### src/dcache_pkg.sv
package dcache_pkg;

    localparam int ADDR_W   = 32;
    localparam int OFFSET_W = 3;
    localparam int WORD_W   = 64;
    localparam int STRB_W   = WORD_W / 8;
    localparam int AGE_W    = 3;

    typedef logic [ADDR_W-1:0] addr_t;
    typedef logic [WORD_W-1:0] word_t;
    typedef logic [STRB_W-1:0] strb_t;
    typedef logic              way_t;
    typedef logic [AGE_W-1:0]  age_t;

    // ages saturate here
    localparam age_t AGE_MAX = '1;

    typedef struct packed {
        addr_t addr;
        word_t wdata;
        strb_t wstrb;
        logic  write;
    } core_req_t;

    typedef enum logic [1:0] {
        MEM_NONE      = 2'd0,
        MEM_WRITEBACK = 2'd1,
        MEM_REFILL    = 2'd2
    } mem_cmd_e;

    // addr is word-aligned, data only matters for a write-back
    typedef struct packed {
        mem_cmd_e cmd;
        addr_t    addr;
        word_t    data;
    } mem_req_t;

    typedef enum logic [2:0] {
        ST_IDLE      = 3'd0,
        ST_LOOKUP    = 3'd1,
        ST_HIT       = 3'd2,
        ST_WRITEBACK = 3'd3,
        ST_REFILL    = 3'd4
    } ctrl_state_e;

endpackage

### src/dcache_ctrl.sv
module dcache_ctrl
    import dcache_pkg::*;
#(
    parameter  int SETS_LOG2 = 6,
    localparam int TAG_W     = ADDR_W - OFFSET_W - SETS_LOG2
) (
    input  logic                  clk,
    input  logic                  rst_i,
    input  logic                  req_valid_i,
    input  core_req_t             req_i,
    output logic                  ready_o,
    output logic                  done_o,
    output word_t                 rdata_o,
    output mem_req_t              mem_req_o,
    input  logic                  mem_ready_i,
    input  word_t                 mem_rdata_i,
    output logic [SETS_LOG2-1:0]  index_o,
    output logic                  tag_we_o,
    output way_t                  tag_way_o,
    output logic [TAG_W-1:0]      tag_o,
    input  logic [1:0]            tag_valid_i,
    input  logic [1:0][TAG_W-1:0] tag_i,
    output logic                  data_we_o,
    output way_t                  data_way_o,
    output word_t                 data_wdata_o,
    output strb_t                 data_mask_o,
    input  word_t [1:0]           data_rdata_i,
    output logic                  touch_o,
    output way_t                  touch_way_o,
    output logic                  set_dirty_o,
    output logic                  clear_dirty_o,
    input  way_t                  victim_way_i,
    input  logic                  victim_dirty_i
);

    ctrl_state_e      state_q;
    ctrl_state_e      state_d;
    logic [TAG_W-1:0] req_tag;
    logic [1:0]       hit;
    way_t             hit_way;
    logic             victim_valid;
    logic             refill_done;
    logic             hit_write;

    // request is held by the core until done_o
    assign index_o = req_i.addr[OFFSET_W +: SETS_LOG2];
    assign req_tag = req_i.addr[ADDR_W-1 -: TAG_W];

    always_comb begin
        for (int w = 0; w < 2; w++) begin
            hit[w] = tag_valid_i[w] && (tag_i[w] == req_tag);
        end
    end

    // at most one way can match
    assign hit_way      = hit[1];
    assign victim_valid = tag_valid_i[victim_way_i];

    always_comb begin
        state_d = state_q;
        case (state_q)
            ST_IDLE: begin
                if (req_valid_i) begin
                    state_d = ST_LOOKUP;
                end
            end
            ST_LOOKUP: begin
                if (|hit) begin
                    state_d = ST_HIT;
                end else if (victim_valid && victim_dirty_i) begin
                    state_d = ST_WRITEBACK;
                end else begin
                    state_d = ST_REFILL;
                end
            end
            ST_HIT: state_d = ST_IDLE;
            ST_WRITEBACK: begin
                if (mem_ready_i) begin
                    state_d = ST_REFILL;
                end
            end
            ST_REFILL: begin
                // back to lookup, which then hits
                if (mem_ready_i) begin
                    state_d = ST_LOOKUP;
                end
            end
            default: state_d = ST_IDLE;
        endcase
    end

    always_ff @(posedge clk) begin
        if (rst_i) begin
            state_q <= ST_IDLE;
            done_o  <= 1'b0;
        end else begin
            state_q <= state_d;
            done_o  <= (state_q == ST_HIT);
        end
    end

    always_ff @(posedge clk) begin
        if (state_q == ST_HIT) begin
            rdata_o <= data_rdata_i[hit_way];
        end
    end

    assign ready_o     = (state_q == ST_IDLE);
    assign refill_done = (state_q == ST_REFILL) && mem_ready_i;
    assign hit_write   = (state_q == ST_HIT) && req_i.write;

    // refill fills the whole victim line, a write hit merges by strobe
    assign tag_we_o      = refill_done;
    assign tag_way_o     = victim_way_i;
    assign tag_o         = req_tag;
    assign data_we_o     = refill_done || hit_write;
    assign data_way_o    = refill_done ? victim_way_i : hit_way;
    assign data_wdata_o  = refill_done ? mem_rdata_i : req_i.wdata;
    assign data_mask_o   = refill_done ? '1 : req_i.wstrb;
    assign touch_o       = (state_q == ST_HIT);
    assign touch_way_o   = hit_way;
    assign set_dirty_o   = hit_write;
    assign clear_dirty_o = refill_done;

    always_comb begin
        mem_req_o.cmd  = MEM_NONE;
        mem_req_o.addr = '0;
        mem_req_o.data = data_rdata_i[victim_way_i];
        case (state_q)
            ST_WRITEBACK: begin
                mem_req_o.cmd  = MEM_WRITEBACK;
                mem_req_o.addr = {tag_i[victim_way_i], index_o, {OFFSET_W{1'b0}}};
            end
            ST_REFILL: begin
                mem_req_o.cmd  = MEM_REFILL;
                mem_req_o.addr = {req_tag, index_o, {OFFSET_W{1'b0}}};
            end
            default: ;
        endcase
    end

endmodule

### config.mk
export PLATFORM = sky130hd
export DESIGN_NAME = dcache_ctrl
export DESIGN_NICKNAME = d
export VERILOG_FILES = /design/src/dcache_pkg.sv /design/src/dcache_ctrl.sv
export SDC_FILE = /design/constraint.sdc
export NUM_CORES = 1
export LEC_CHECK = 0
export ABC_AREA = 1
export BUFFER_PORTS_ARGS = -buffer_cell sky130_fd_sc_hd__clkbuf_2
export CAP_MARGIN = 10
export CORE_AREA = 4 4 240 242
export CTS_BUF_LIST = sky130_fd_sc_hd__clkbuf_4
export DETAILED_ROUTE_END_ITERATION = 10
export DIE_AREA = 0 0 244 246
export PLACE_DENSITY = 0.36
export SLEW_MARGIN = 20
export SYNTH_ARGS = -nofsm -noshare
export SYNTH_HDL_FRONTEND = slang
export SYNTH_SLANG_ARGS = --single-unit
### constraint.sdc
create_clock -name clk -period 7.5 [get_ports clk]
set_clock_uncertainty 0.1 [all_clocks]
set_input_delay 1.125 -clock clk [delete_from_list [all_inputs] [get_ports clk]]
set_output_delay 1.125 -clock clk [all_outputs]
set_load 0.1 [all_outputs]
; ---- Yosys cells after proc, flatten, opt, wreduce, memory -nomap -nowiden
; Index checks and enable logic that the tools add are counted.
[classes]
n_addsub = 0
mul = 0
div = 0
magnitude_cmp = 2
eq_ne = 9
shifts = 0
n_mux = 18
bitwise = 0
reduce_logical = 9
[ops]
columns = operator, n
row1 = $mux W64, 5
row2 = $pmux W34 S2, 1
row3 = $eq A23 B23 Y1, 2
row4 = $mux W23, 2
row5 = $mux W3, 5
row6 = $pmux W3 S4, 1
row7 = $mux W8, 1
row8 = $eq A3 B2 Y1 const B, 2
row9 = $ne A2 B2 Y1 const B, 3
row10 = $logic_and A1 B1 Y1, 5
row11 = $lt A1 B2 Y1 const B, 2
row12 = $eq A3 B1 Y1 const B, 1
row13 = $eq A3 B3 Y1 const B, 1
row14 = $logic_not A3 Y1, 1
row15 = $mux W1, 3
row16 = $reduce_and A3 Y1, 1
row17 = $reduce_or A2 Y1, 1
row18 = $logic_or A1 B1 Y1, 1
[word_totals]
register_bits = 68
latch_bits = 0
ramBits = 0
romBits = 0
inputBits = 351
n_memories = 0

; ---- Depth between registers and ports, before layout
[depth]
ltp_word = 6
mapped_depth = 11

; ---- Worst setup path after synthesis
; OpenSTA, ideal clock, no wires.
[synth_path]
path_type = reg-to-output
startpoint = register state_q[1]
endpoint = output data_we_o
arrival_ns = 9.722
required_time_ns = 6.275
path_slack_ns = -3.447
path_stages_with_launch = 5
path_buffers = 0
path_cell_list = dfxtp_1 -> inv_1 -> nor3_1 -> inv_1 -> o21ai_0
[synth_between]
elab_chain_cells = 3
[synth_rtl]
columns = element, line
row1 = "start, declared", dcache_ctrl.sv:36  ; ctrl_state_e state_q;
row2 = "start signal, assigned", dcache_ctrl.sv:97  ; state_q <= state_d;
row3 = $eq A3 B2 Y1, -
row4 = via touch_o, dcache_ctrl.sv:28  ; output logic touch_o,
row5 = $logic_and A1 B1 Y1, dcache_ctrl.sv:110  ; assign hit_write = (state_q == ST_HIT) && req_i.write;
row6 = $logic_or A1 B1 Y1, dcache_ctrl.sv:116  ; assign data_we_o = refill_done || hit_write;
row7 = "end, declared", dcache_ctrl.sv:23  ; output logic data_we_o,
; The timed path passes the listed nets, and every way through them passes these cells.

==> impl_metrics.ini <==
[drt]
drt_first_pass_iters = 5
wl_per_cell_um = 15.4
wl_um = 36500
final_antenna_net_count = 0
drt_iter0_markers = 315
routed_via_density = 3.61
via_count = 8544
drc_errors = 0

[run]
max-cap-violations = 0

[finish]
post-route-util_pct = 18.2
nNetsFinal = 1959
n_fill_cell = 6534
final_area_um2 = 10000
multiInputGateArea_um2 = 3230
layout-drive-gt1-share_pct = 40.7
regArea_um2 = 2000
area_growth_pct = 59.5

[clock_tree]
path_clk_slew_ps = 150
post_cts_resized = 0
clk_latency_ps = 480
clk_path_buf_depth = 2
htreeDepth = 3
cts_setup_buffers = 0
cts_sinks = 68
cts_tree = built
cts_buffers = 9
root_buffer = clkbuf_4
holdBufCountCts = 0

[power_and_ir_drop]
power_density_nw_per_um2 = 172
leakage_uw = 0.00586
peakVddDrop_mv = 0.115

[synthesis]
ys_seq_elements = 68
synth_commonest_cells = nand2_1 (487), inv_1 (147), o21ai_0 (93)
synthArstFlopShare_pct = 0
yosysSeqAreaShare_pct = 31.9
synth_top_family_by_area = simple AND/OR/NAND/NOR gates
synth_top_cell_area_share_pct = 30.6
yosysWarnings = 0
yosys.area_share.simple_pct = 34.8
synth.largest_area_cell = edfxtp_1
synth_area_leaders = edfxtp_1 (31%), nand2_1 (29%), inv_1 (8.8%)
synth_cell_type_count = 28
yosysMostFrequentCell = nand2_1
muxShareOfSynthArea_pct = 0
syn_avg_cell_area_um2 = 5.94
synthXorXnorAreaFrac_pct = 0.419
syn-cell-area_um2 = 6270
synth_edf_count = 64
synth_fa_ha_area_share_pct = 0
netlist_instances = 1056
synth_compound_area_share_pct = 15.6
synthFlopType = edfxtp_1

[status]
status = complete, no violations

[setup_path]
cp.required_ps = 6270
end_kind = primary output
start_kind = input port
path_class = input port to primary output
crit_fanout = 86
cp.arrival_ps = 3630

[global_route]
antenna_found_initial = 5
grt_pass1_vias = 8486
globalRouteOverflowTotal = 0
grtUsageMet2_pct = 21.7
grt_pass1_wl_um = 51800
grt_usage_pct = 11.3
grt_max_degree = 87
grt_use_met1_pct = 11.6
top_usage_layer = met2
grt_use_met3_pct = 3.91

[timing]
setup_tns_ps = 0
max_freq_ghz = 0.206
fin_crit_sh_pct = 64.8
setup_violations = 0
maxSlewHeadroom_pct = 46.5
min_period_ps = 4860
whs_ps = 522
maxSlewViolCount = 0
worst_slack_ps = 2640
hold_violations = 0
rsz0062_at_grt = no
worst_slew_pin_slew_ps = 802

[placed_design]
gp_congestion = 0.896
place_worst_setup_slack_ps = 2590
placed_area_um2 = 9870
dp_hpwl_um = 31300
io_buffers = 617

[floorplanning]
io_pins = 624
die_h_um = 246
die-area_um2 = 60000
rows = 86
start_util_pct = 11.4
core-area_um2 = 55100
die_w_um = 244

[min_path]
hp-class = register to register
## layer usage
| metal | vias to the layer above | routed length (µm) |
|---|---|---|
| li1 | 4380 | - |
| met4 | 4 | 780 |
| met3 | 37 | 3140 |
| met5 | - | 26 |
| met2 | 373 | 19300 |
| met1 | 3750 | 13300 |
## cell families after synthesis
kind of cell / Yosys count
xor gates and xnor gates: 3
other: 1
and+or+nand+nor: 562
DFF: 68
buffers and inverters: 234
AOI/OAI and AO/OA: 188
## final timing paths
| kind | startpoint | end | slack, ps | cells after the start |
|---|---|---|---|---|
| setup reg to reg | state_q[1] | rdata_o[23] | 5390 | 4 |
| hold reg to reg | state_q[0] | state_q[0] | 520 | 2 |
| setup / recovery | victim_way_i | mem_req_o[31] | 2640 | 6 |
| hold / removal | state_q[0] | state_q[0] | 520 | 2 |
## worst max-delay path, stage by stage
cell and delay [ps]:
clkbuf_2 210, inv_4 610, buf_4 670, nand2_1 210, o21ai_0 150, clkbuf_2 490
## layout make-up
class                      count  area share, %
multi-input combinational    756           32.3
timing repair buffer         625           31.5
tap                          748           9.35
clock buffer                   9          0.675
sequential                    68           20.0
antenna                        3         0.0750
clock inverter                 7          0.600
inverter                     148           5.58
## layout by cell type, fill, tap and decap left out, types with 2 or more instances in the layout
| cell | count |
|---|---|
| a21oi_1 | 5 |
| nand2_1 | 487 |
| inv_6 | 2 |
| conb_1 | 3 |
| nor4_1 | 2 |
| clkinvlp_4 | 3 |
| diode_2 | 3 |
| buf_4 | 8 |
| o21ai_0 | 93 |
| clkbuf_2 | 617 |
| inv_1 | 145 |
| nand3_1 | 8 |
| dfxtp_1 | 4 |
| edfxtp_1 | 64 |
| nor3_1 | 2 |
| o21ai_1 | 64 |
| inv_2 | 2 |
| o22ai_1 | 22 |
| nand4_1 | 7 |
| clkbuf_4 | 9 |
| xnor2_1 | 3 |
| or2_2 | 8 |
| nor2_1 | 42 |
## power by group
| part | internal, µW | total [µW] | switching, µW |
|---|---|---|---|
| Sequential | 427 | 432 | 5.20 |
| Combinational | 180 | 1050 | 870 |
| Clock | 72.7 | 245 | 172 |
## per-stage QoR
| stage | std cells | power, µW |
|---|---|---|
| floorplan | 1058 | 1260 |
| global placement | 2345 | 1500 |
| detailed placement | 2345 | 1500 |
| CTS | 2361 | 1760 |
| global route | 2364 | 1820 |
| finish | 2364 | 1730 |
## state kept, by name, summed over array words and instances (netlist names)
name,flops
rdata_o,64
state_q,3
done_o,1
No activity file was read; power rests on OpenSTA's default activity.
