$ cat src/dcache_pkg.sv
package dcache_pkg;

    localparam int ADDR_W   = 32;
    localparam int OFFSET_W = 3;
    localparam int WORD_W   = 64;
    localparam int STRB_W   = WORD_W / 8;
    localparam int AGE_W    = 3;

    typedef logic [ADDR_W-1:0] addr_t;
    typedef logic [WORD_W-1:0] word_t;
    typedef logic [STRB_W-1:0] strb_t;
    typedef logic              way_t;
    typedef logic [AGE_W-1:0]  age_t;

    // ages saturate here
    localparam age_t AGE_MAX = '1;

    typedef struct packed {
        addr_t addr;
        word_t wdata;
        strb_t wstrb;
        logic  write;
    } core_req_t;

    typedef enum logic [1:0] {
        MEM_NONE      = 2'd0,
        MEM_WRITEBACK = 2'd1,
        MEM_REFILL    = 2'd2
    } mem_cmd_e;

    // addr is word-aligned, data only matters for a write-back
    typedef struct packed {
        mem_cmd_e cmd;
        addr_t    addr;
        word_t    data;
    } mem_req_t;

    typedef enum logic [2:0] {
        ST_IDLE      = 3'd0,
        ST_LOOKUP    = 3'd1,
        ST_HIT       = 3'd2,
        ST_WRITEBACK = 3'd3,
        ST_REFILL    = 3'd4
    } ctrl_state_e;

endpackage

$ cat src/dcache_tag_store.sv
module dcache_tag_store
    import dcache_pkg::*;
#(
    parameter  int SETS_LOG2 = 6,
    localparam int TAG_W     = ADDR_W - OFFSET_W - SETS_LOG2
) (
    input  logic                 clk,
    input  logic                 rst_i,
    input  logic [SETS_LOG2-1:0] index_i,
    input  logic                 we_i,
    input  way_t                 way_i,
    input  logic [TAG_W-1:0]     tag_i,
    output logic [1:0]           valid_o,
    output logic [TAG_W-1:0]     tag0_o,
    output logic [TAG_W-1:0]     tag1_o
);

    localparam int SETS = 2 ** SETS_LOG2;

    logic [SETS-1:0][1:0] valid_q;
    logic [TAG_W-1:0]     tag_q [2][SETS];

    always_ff @(posedge clk) begin
        if (rst_i) begin
            valid_q <= '0;
            valid_o <= '0;
        end else begin
            valid_o <= valid_q[index_i];
            // a write shows up on the read port at once
            if (we_i) begin
                valid_q[index_i][way_i] <= 1'b1;
                valid_o[way_i]          <= 1'b1;
            end
        end
    end

    always_ff @(posedge clk) begin
        if (we_i) begin
            tag_q[way_i][index_i] <= tag_i;
        end
        tag0_o <= (we_i && way_i == 1'b0) ? tag_i : tag_q[0][index_i];
        tag1_o <= (we_i && way_i == 1'b1) ? tag_i : tag_q[1][index_i];
    end

endmodule

$ cat config.mk
export PLATFORM = sky130hd
export DESIGN_NAME = dcache_tag_store
export DESIGN_NICKNAME = d
export VERILOG_FILES = /design/src/dcache_pkg.sv /design/src/dcache_tag_store.sv
export SDC_FILE = /design/constraint.sdc
export NUM_CORES = 2
export LEC_CHECK = 0
export BUFFER_PORTS_ARGS = -buffer_cell sky130_fd_sc_hd__buf_2
export CORE_ASPECT_RATIO = 1.2
export CORE_MARGIN = 2
export CORE_UTILIZATION = 35
export CTS_CLUSTER_SIZE = 20
export DETAILED_ROUTE_END_ITERATION = 6
export GPL_ROUTABILITY_DRIVEN = 0
export PLACE_DENSITY_LB_ADDON = 0.05
export SKIP_LAST_GASP = 1
export SYNTH_ARGS = -nofsm -noshare
export SYNTH_HDL_FRONTEND = slang
export SYNTH_SLANG_ARGS = --single-unit
$ cat constraint.sdc
create_clock -name clk -period 6.1 [get_ports clk]
set_input_delay 1.22 -clock clk [delete_from_list [all_inputs] [get_ports clk]]
set_output_delay 1.22 -clock clk [all_outputs]
set_load 0.03 [all_outputs]
# Yosys cells after proc, flatten, opt, wreduce, memory -nomap -nowiden
# Memories as Yosys holds them, arrays and structs flattened.
# Index checks and enable logic that the tools add are counted.
dict set report totals {
  output_inout_bits 48
  n_memories 1
  inputBits 33
  regBits 176
  elab_cells 102
  ram_bits 2944
}
dict set report op_classes {
  n_mux 19
  bitwise 4
  n_lt_le_gt_ge 6
  n_reduce_logical 5
}
# memory depth word_bits rd rd_ports_with_merged_regs write_ports line
set memory_table {}
lappend memory_table {tag_q 2 1472 2 0 1 dcache_tag_store.sv:21} ;# logic [TAG_W-1:0] tag_q [2][SETS];
# cell count
set ops {}
lappend ops {{1472-bit 2-to-1 mux} 1}
lappend ops {{23-bit binary-select mux with 6-bit select} 2}
lappend ops {{23-bit 2-to-1 mux} 7}
lappend ops {{23-bit demux with 6-bit select} 1}
lappend ops {{128-bit OR} 1}
lappend ops {{2-bit binary-select mux with 6-bit select} 1}
lappend ops {{2-bit demux with 6-bit select} 1}
lappend ops {{7-bit greater-or-equal comparator, second input constant} 1}
lappend ops {{6-bit by 7-bit less-than comparator with 1-bit output, second input constant} 1}
lappend ops {{7-bit by 1-bit less-than comparator with 1-bit output, second input constant} 1}
lappend ops {{6-bit NOT with 7-bit output} 1}
lappend ops {{6-bit by 1-bit greater-or-equal comparator with 1-bit output, second input constant} 1}
lappend ops {{2-bit 2-to-1 mux} 3}
lappend ops {{1-bit logical AND} 5}
lappend ops {{1-bit by 2-bit less-than comparator with 1-bit output, second input constant} 1}
lappend ops {{1-bit 2-to-1 mux} 2}
lappend ops {{2-bit OR} 1}
lappend ops {{1-bit demux with 1-bit select} 1}
lappend ops {{1-bit greater-or-equal comparator, second input constant} 1}
lappend ops {{1-bit NOT} 1}

# Longest topological paths before layout
dict set report logic_depth {
  ltp_word 7
  ltp_mapped 12
  ltp_nobuf 6
}

# Worst setup path after synthesis
# OpenSTA, ideal clock, no wires.
dict set report synth_timing {
  path_type {input-to-reg}
  start {input port index_i[2]}
  end {memory tag_q[1][322] (netlist bit), enable pin}
  path_stages 8
  setup_slack_ps 1601
  t_required_ps 5666
  setup_ps 434
  arrival_time_ps 4065
  path_buffers 7
  cell_sequence {buf_4 buf_6 buf_4 buf_2 buf_4 buf_4 buf_2 nor3_1}
}
dict set report synth_via {
  elab_chain_len 6
  word_cells_on_any_way 7
  cone_classes {order compare: 2; mux: 3; bitwise: 1; reduce/logical: 1}
}
# item line
set synth_rtl {}
lappend synth_rtl {{from (decl)} dcache_tag_store.sv:9} ;# input logic [SETS_LOG2-1:0] index_i,
lappend synth_rtl {{6-bit NOT with 7-bit output (not written as such) (*)} dcache_tag_store.sv:39} ;# tag_q[way_i][index_i] <= tag_i;
lappend synth_rtl {{7-bit greater-or-equal comparator (not written as such) or 7-bit by 1-bit less-than comparator with 1-bit output (tied branches)} dcache_tag_store.sv:39}
lappend synth_rtl {{1-bit logical AND (not written as such)} dcache_tag_store.sv:39}
lappend synth_rtl {{23-bit 2-to-1 mux (not written as such)} dcache_tag_store.sv:39}
lappend synth_rtl {{23-bit demux with 6-bit select (*)} dcache_tag_store.sv:39}
lappend synth_rtl {{1472-bit 2-to-1 mux (not written as such) (*)} dcache_tag_store.sv:39}
lappend synth_rtl {{to (decl)} dcache_tag_store.sv:21}
# Every way passes the cells marked *; elsewhere a longest branch is shown, timed or not.

# Worst setup path after layout
dict set report layout_timing {
  start {input port index_i[5]}
  end {register tag1_o[5]}
}
dict set report layout_via {
  elab_chain_len 5
}
# item line
set layout_rtl {}
lappend layout_rtl {{6-bit NOT with 7-bit output (not written as such)} dcache_tag_store.sv:42} ;# tag1_o <= (we_i && way_i == 1'b1) ? tag_i : tag_q[1][index_i];
lappend layout_rtl {{23-bit binary-select mux with 6-bit select} dcache_tag_store.sv:42}
lappend layout_rtl {{23-bit 2-to-1 mux (not written as such) (2 in a row)} dcache_tag_store.sv:42}
lappend layout_rtl {{23-bit 2-to-1 mux} dcache_tag_store.sv:42}
lappend layout_rtl {{to (signal assigned)} dcache_tag_store.sv:42}
lappend layout_rtl {{to (decl)} dcache_tag_store.sv:15} ;# output logic [TAG_W-1:0] tag1_o
# No other way between the ends. The select of a mux whose other input is x is not followed.
# A chain may end at the register's enable or synchronous reset.

==> results.cfg <==
[synthesis]
syn_avg_cell_area_um2 = 18.0
synth_edf_count = 2944
synth_flop_cell = edfxtp_1
syn-cell-area_um2 = 119000
synthArstFlopShare_pct = 0
synthDistinctLibCells = 66
syn_inst = 6635
syn_nets = 6668
ys_warn_count = 0
synth-seq-cells = 3120
ys_seq_area_share_pct = 77.0

[route]
first_pass_iters = 6
ant_nets = 0
wl_per_cell_um = 40.6
num_vias = 68600
drtIter0Drc = 7867
totalWireLength_um = 478000
vias_per_cell = 5.82
drc_errors = 0

[cts]
cts_resized = 0
cts_tree = yes
cts_made_buffers = 335
ctsHoldBuffers = 0
cts_root_buf = clkbuf_16
h-tree-depth = 5
clockBufferDepth = 4
clock_sinks = 3120
path_clk_slew_ns = 0.06
clk_latency_ns = 0.94
cts_setup_buffers = 0

[cells_and_area]
drive_above_1_share_pct = 22.3
seqCellArea_um2 = 91900
fin_util_pct = 40.6
layout.nets = 7047
nFillCells = 30800
stdcell_area_um2 = 138000
synthToLayoutAreaGrowth_pct = 15.8
multi_input_area_um2 = 25800

[hold_path]
hp-class = register to register
hold_end = valid_q[105]$_SDFFE_PP0P_
min_from = valid_q[105]$_SDFFE_PP0P_
whs_path_depth = 2

[floorplanning]
dieArea_um2 = 346000
die_x_um = 537
io_pins = 81
start_util_pct = 35.1
row_count = 235
design.core.area_um2 = 340000
dieHeight_um = 644

[grt]
use_met1_pct = 35.7
gr-usage-all-layers_pct = 27.2
busiest_layer = met2
gr-total-overflow = 0
grt_start_max_net_pins = 131
use_met2_pct = 46.5
grt_pass1_wl_um = 636000
grt_pass1_vias = 67600
antenna_found_initial = 49
gr-usage-met3_pct = 3.09

[setup_path]
cp_top_family = compound AO/OA/AOI/OAI gates
worstSetupEndpointType = register
critPathArrivalTime_ns = 5.77
r2r_cells = 6
max_stage_delay_ns = 0.98
slowest_stage = or3b_1
r2r_slack_ns = 2.36
crit_path_start_kind = input port
cp_data_required_time_ns = 6.84
crit_path_cell_trace = buf_2 > or3b_1 > nor2_1 > a32oi_1 > o2111ai_1 > a221oi_1 > a21oi_1
cp.buffers_inverters = 1
path_class = input port to register
crit_fanout = 16
r2r_start = tag_q[1][396]$_DFFE_PP_
r2r_end = tag1_o[5]$_DFF_P_

[sta]
slew_headroom_pct = -6.27
maxSlewViolCount = 2
final-hold-violation-count = 0
worst_pin_slew_ns = 1.58
period_share_pct = 82.5
fmaxAchievable_ghz = 0.199
rsz0062_at_grt = no
fin_crit_ns = 5.03
fin_tns_setup_ns = 0
clock_skew_ns = 0.0357
finalSetupViolations = 0

[status]
outcome = complete, but fails checks
violations = max-capacitance violations, max-slew violations

[placed_design]
place_hpwl_um = 288000
portBuffers = 80
placed_area_um2 = 128000

[run]
cap_viol_max_count = 1

[power_and_ir_drop]
irDropWorstVdd_v = 0.000286
leakagePower_nw = 44.1
powerDensity_nw_per_um2 = 336
## Yosys cell counts, drive strengths merged (10+ instances only)
master	instances	area (um^2)
edfxtp	2944	88400
nor2	517	1940
mux2i	360	3600
buf	302	1770
a221oi	274	2400
mux2	259	2920
a22oi	243	1820
mux4	236	5320
a21oi	204	1020
dfxtp	176	3520
o21ai	171	856
nand2	167	627
clkbuf	157	589
o22ai	129	807
a221o	65	651
a22o	46	403
nor3	45	230
a31oi	43	269
nand3	35	175
o2bb2ai	23	201
a211oi	19	143
o22a	18	158
o32a	17	170
and3	13	81.3
nand3b	13	97.6
o221ai	13	114
a2111oi	10	93.8
nand2b	10	62.6
o211ai	10	75.1
## how the worst max path moves through the flow
stage,startpoint,to,depth (start not counted)
floorplan,index_i[2],tag_q[1][322]$_DFFE_PP_,8
global placement,index_i[3],tag0_o[6]$_DFF_P_,7
detailed placement,index_i[4],tag1_o[5]$_DFF_P_,7
CTS,index_i[4],tag1_o[5]$_DFF_P_,7
global route,index_i[5],tag1_o[5]$_DFF_P_,7
finish,index_i[5],tag1_o[5]$_DFF_P_,7
## sequential cells by signal (all words and copies together), names as in the netlist
name,count
tag0_o,23
tag1_o,23
tag_q,2944
valid_o,2
valid_q,128
## cell usage in the layout (no fill, tap or decap), types with 17 or more instances in the layout
master     Yosys  final
dfxtp_1      176    176
a221oi_1     274    273
edfxtp_1    2944   2944
nor2_2         1     73
a31oi_1       43     43
clkinv_1       0     57
mux4_2       236    236
nor2_4         0     32
a21oi_1      204    204
clkbuf_16      0    350
o22ai_1      129    129
nor2_1       516    412
buf_12         0     56
a22o_1        46     46
mux2_2       255    255
o32a_1        17     17
buf_2        179     53
a22oi_1      243    243
clkbuf_1     157     91
a211oi_1      19     19
mux2i_1      360    360
a221o_1       65     65
o2bb2ai_1     23     23
nand3_1       35     33
buf_4         73    375
o21ai_0      169    166
nor3_2         1     29
clkinv_2       0     48
o22a_1        18     18
nand2_1      167    161
clkbuf_8       0     23
## area by class of cell
type                            count  area share, %
Sequential cell                  3120           66.5
Multi-Input combinational cell   3053           18.7
Clock buffer                      464           6.81
Tap cell                         4503           4.07
Timing Repair Buffer              501           3.20
Clock inverter                    128          0.708
Antenna cell                       15         0.0271
Inverter                            3         0.0208
## logic make-up after synthesis
logic type	Yosys count	share of synthesized area [%]
mux	855	9.91
compound gates	1346	8.13
flops	3120	77.0
buf+inv	462	1.99
simple gates	852	3.00
## through the flow
stage,power (W),cells,worst slack (ns),hold slack (ns)
final,0.0465,11800,1.07,0.465
after global placement,0.0271,11200,0.0711,0.444
after global routing,0.0477,11800,1.28,0.487
after floorplan,0.0253,6635,1.60,0.435
after CTS,0.0469,11800,1.15,0.470
after detailed placement,0.0271,11200,0.158,0.452
## worst register-to-register path: stages, from the launching register on
cell,delay [ns]
edfxtp_1,0.40
mux4_2,0.48
and3_1,0.26
a211oi_1,0.58
o2111ai_1,0.62
a221oi_1,0.85
a21oi_1,0.34
## per-layer routing
layer | share of wire [%] | up-vias
met1 | 41 | 37600
met3 | 5.4 | 544
met4 | 3.9 | 2
met5 | 0.0023 | -
li1 | - | 27900
met2 | 50 | 2658
## report_power, final
group          switching [W]  leakage [nW]  total, W  internal [W]
Combinational        0.00224          11.1   0.00302      0.000782
Clock                0.00854          5.11    0.0199        0.0113
Sequential          0.000100          27.9    0.0236        0.0235
Note: power is estimated with default switching activity, not from simulation.
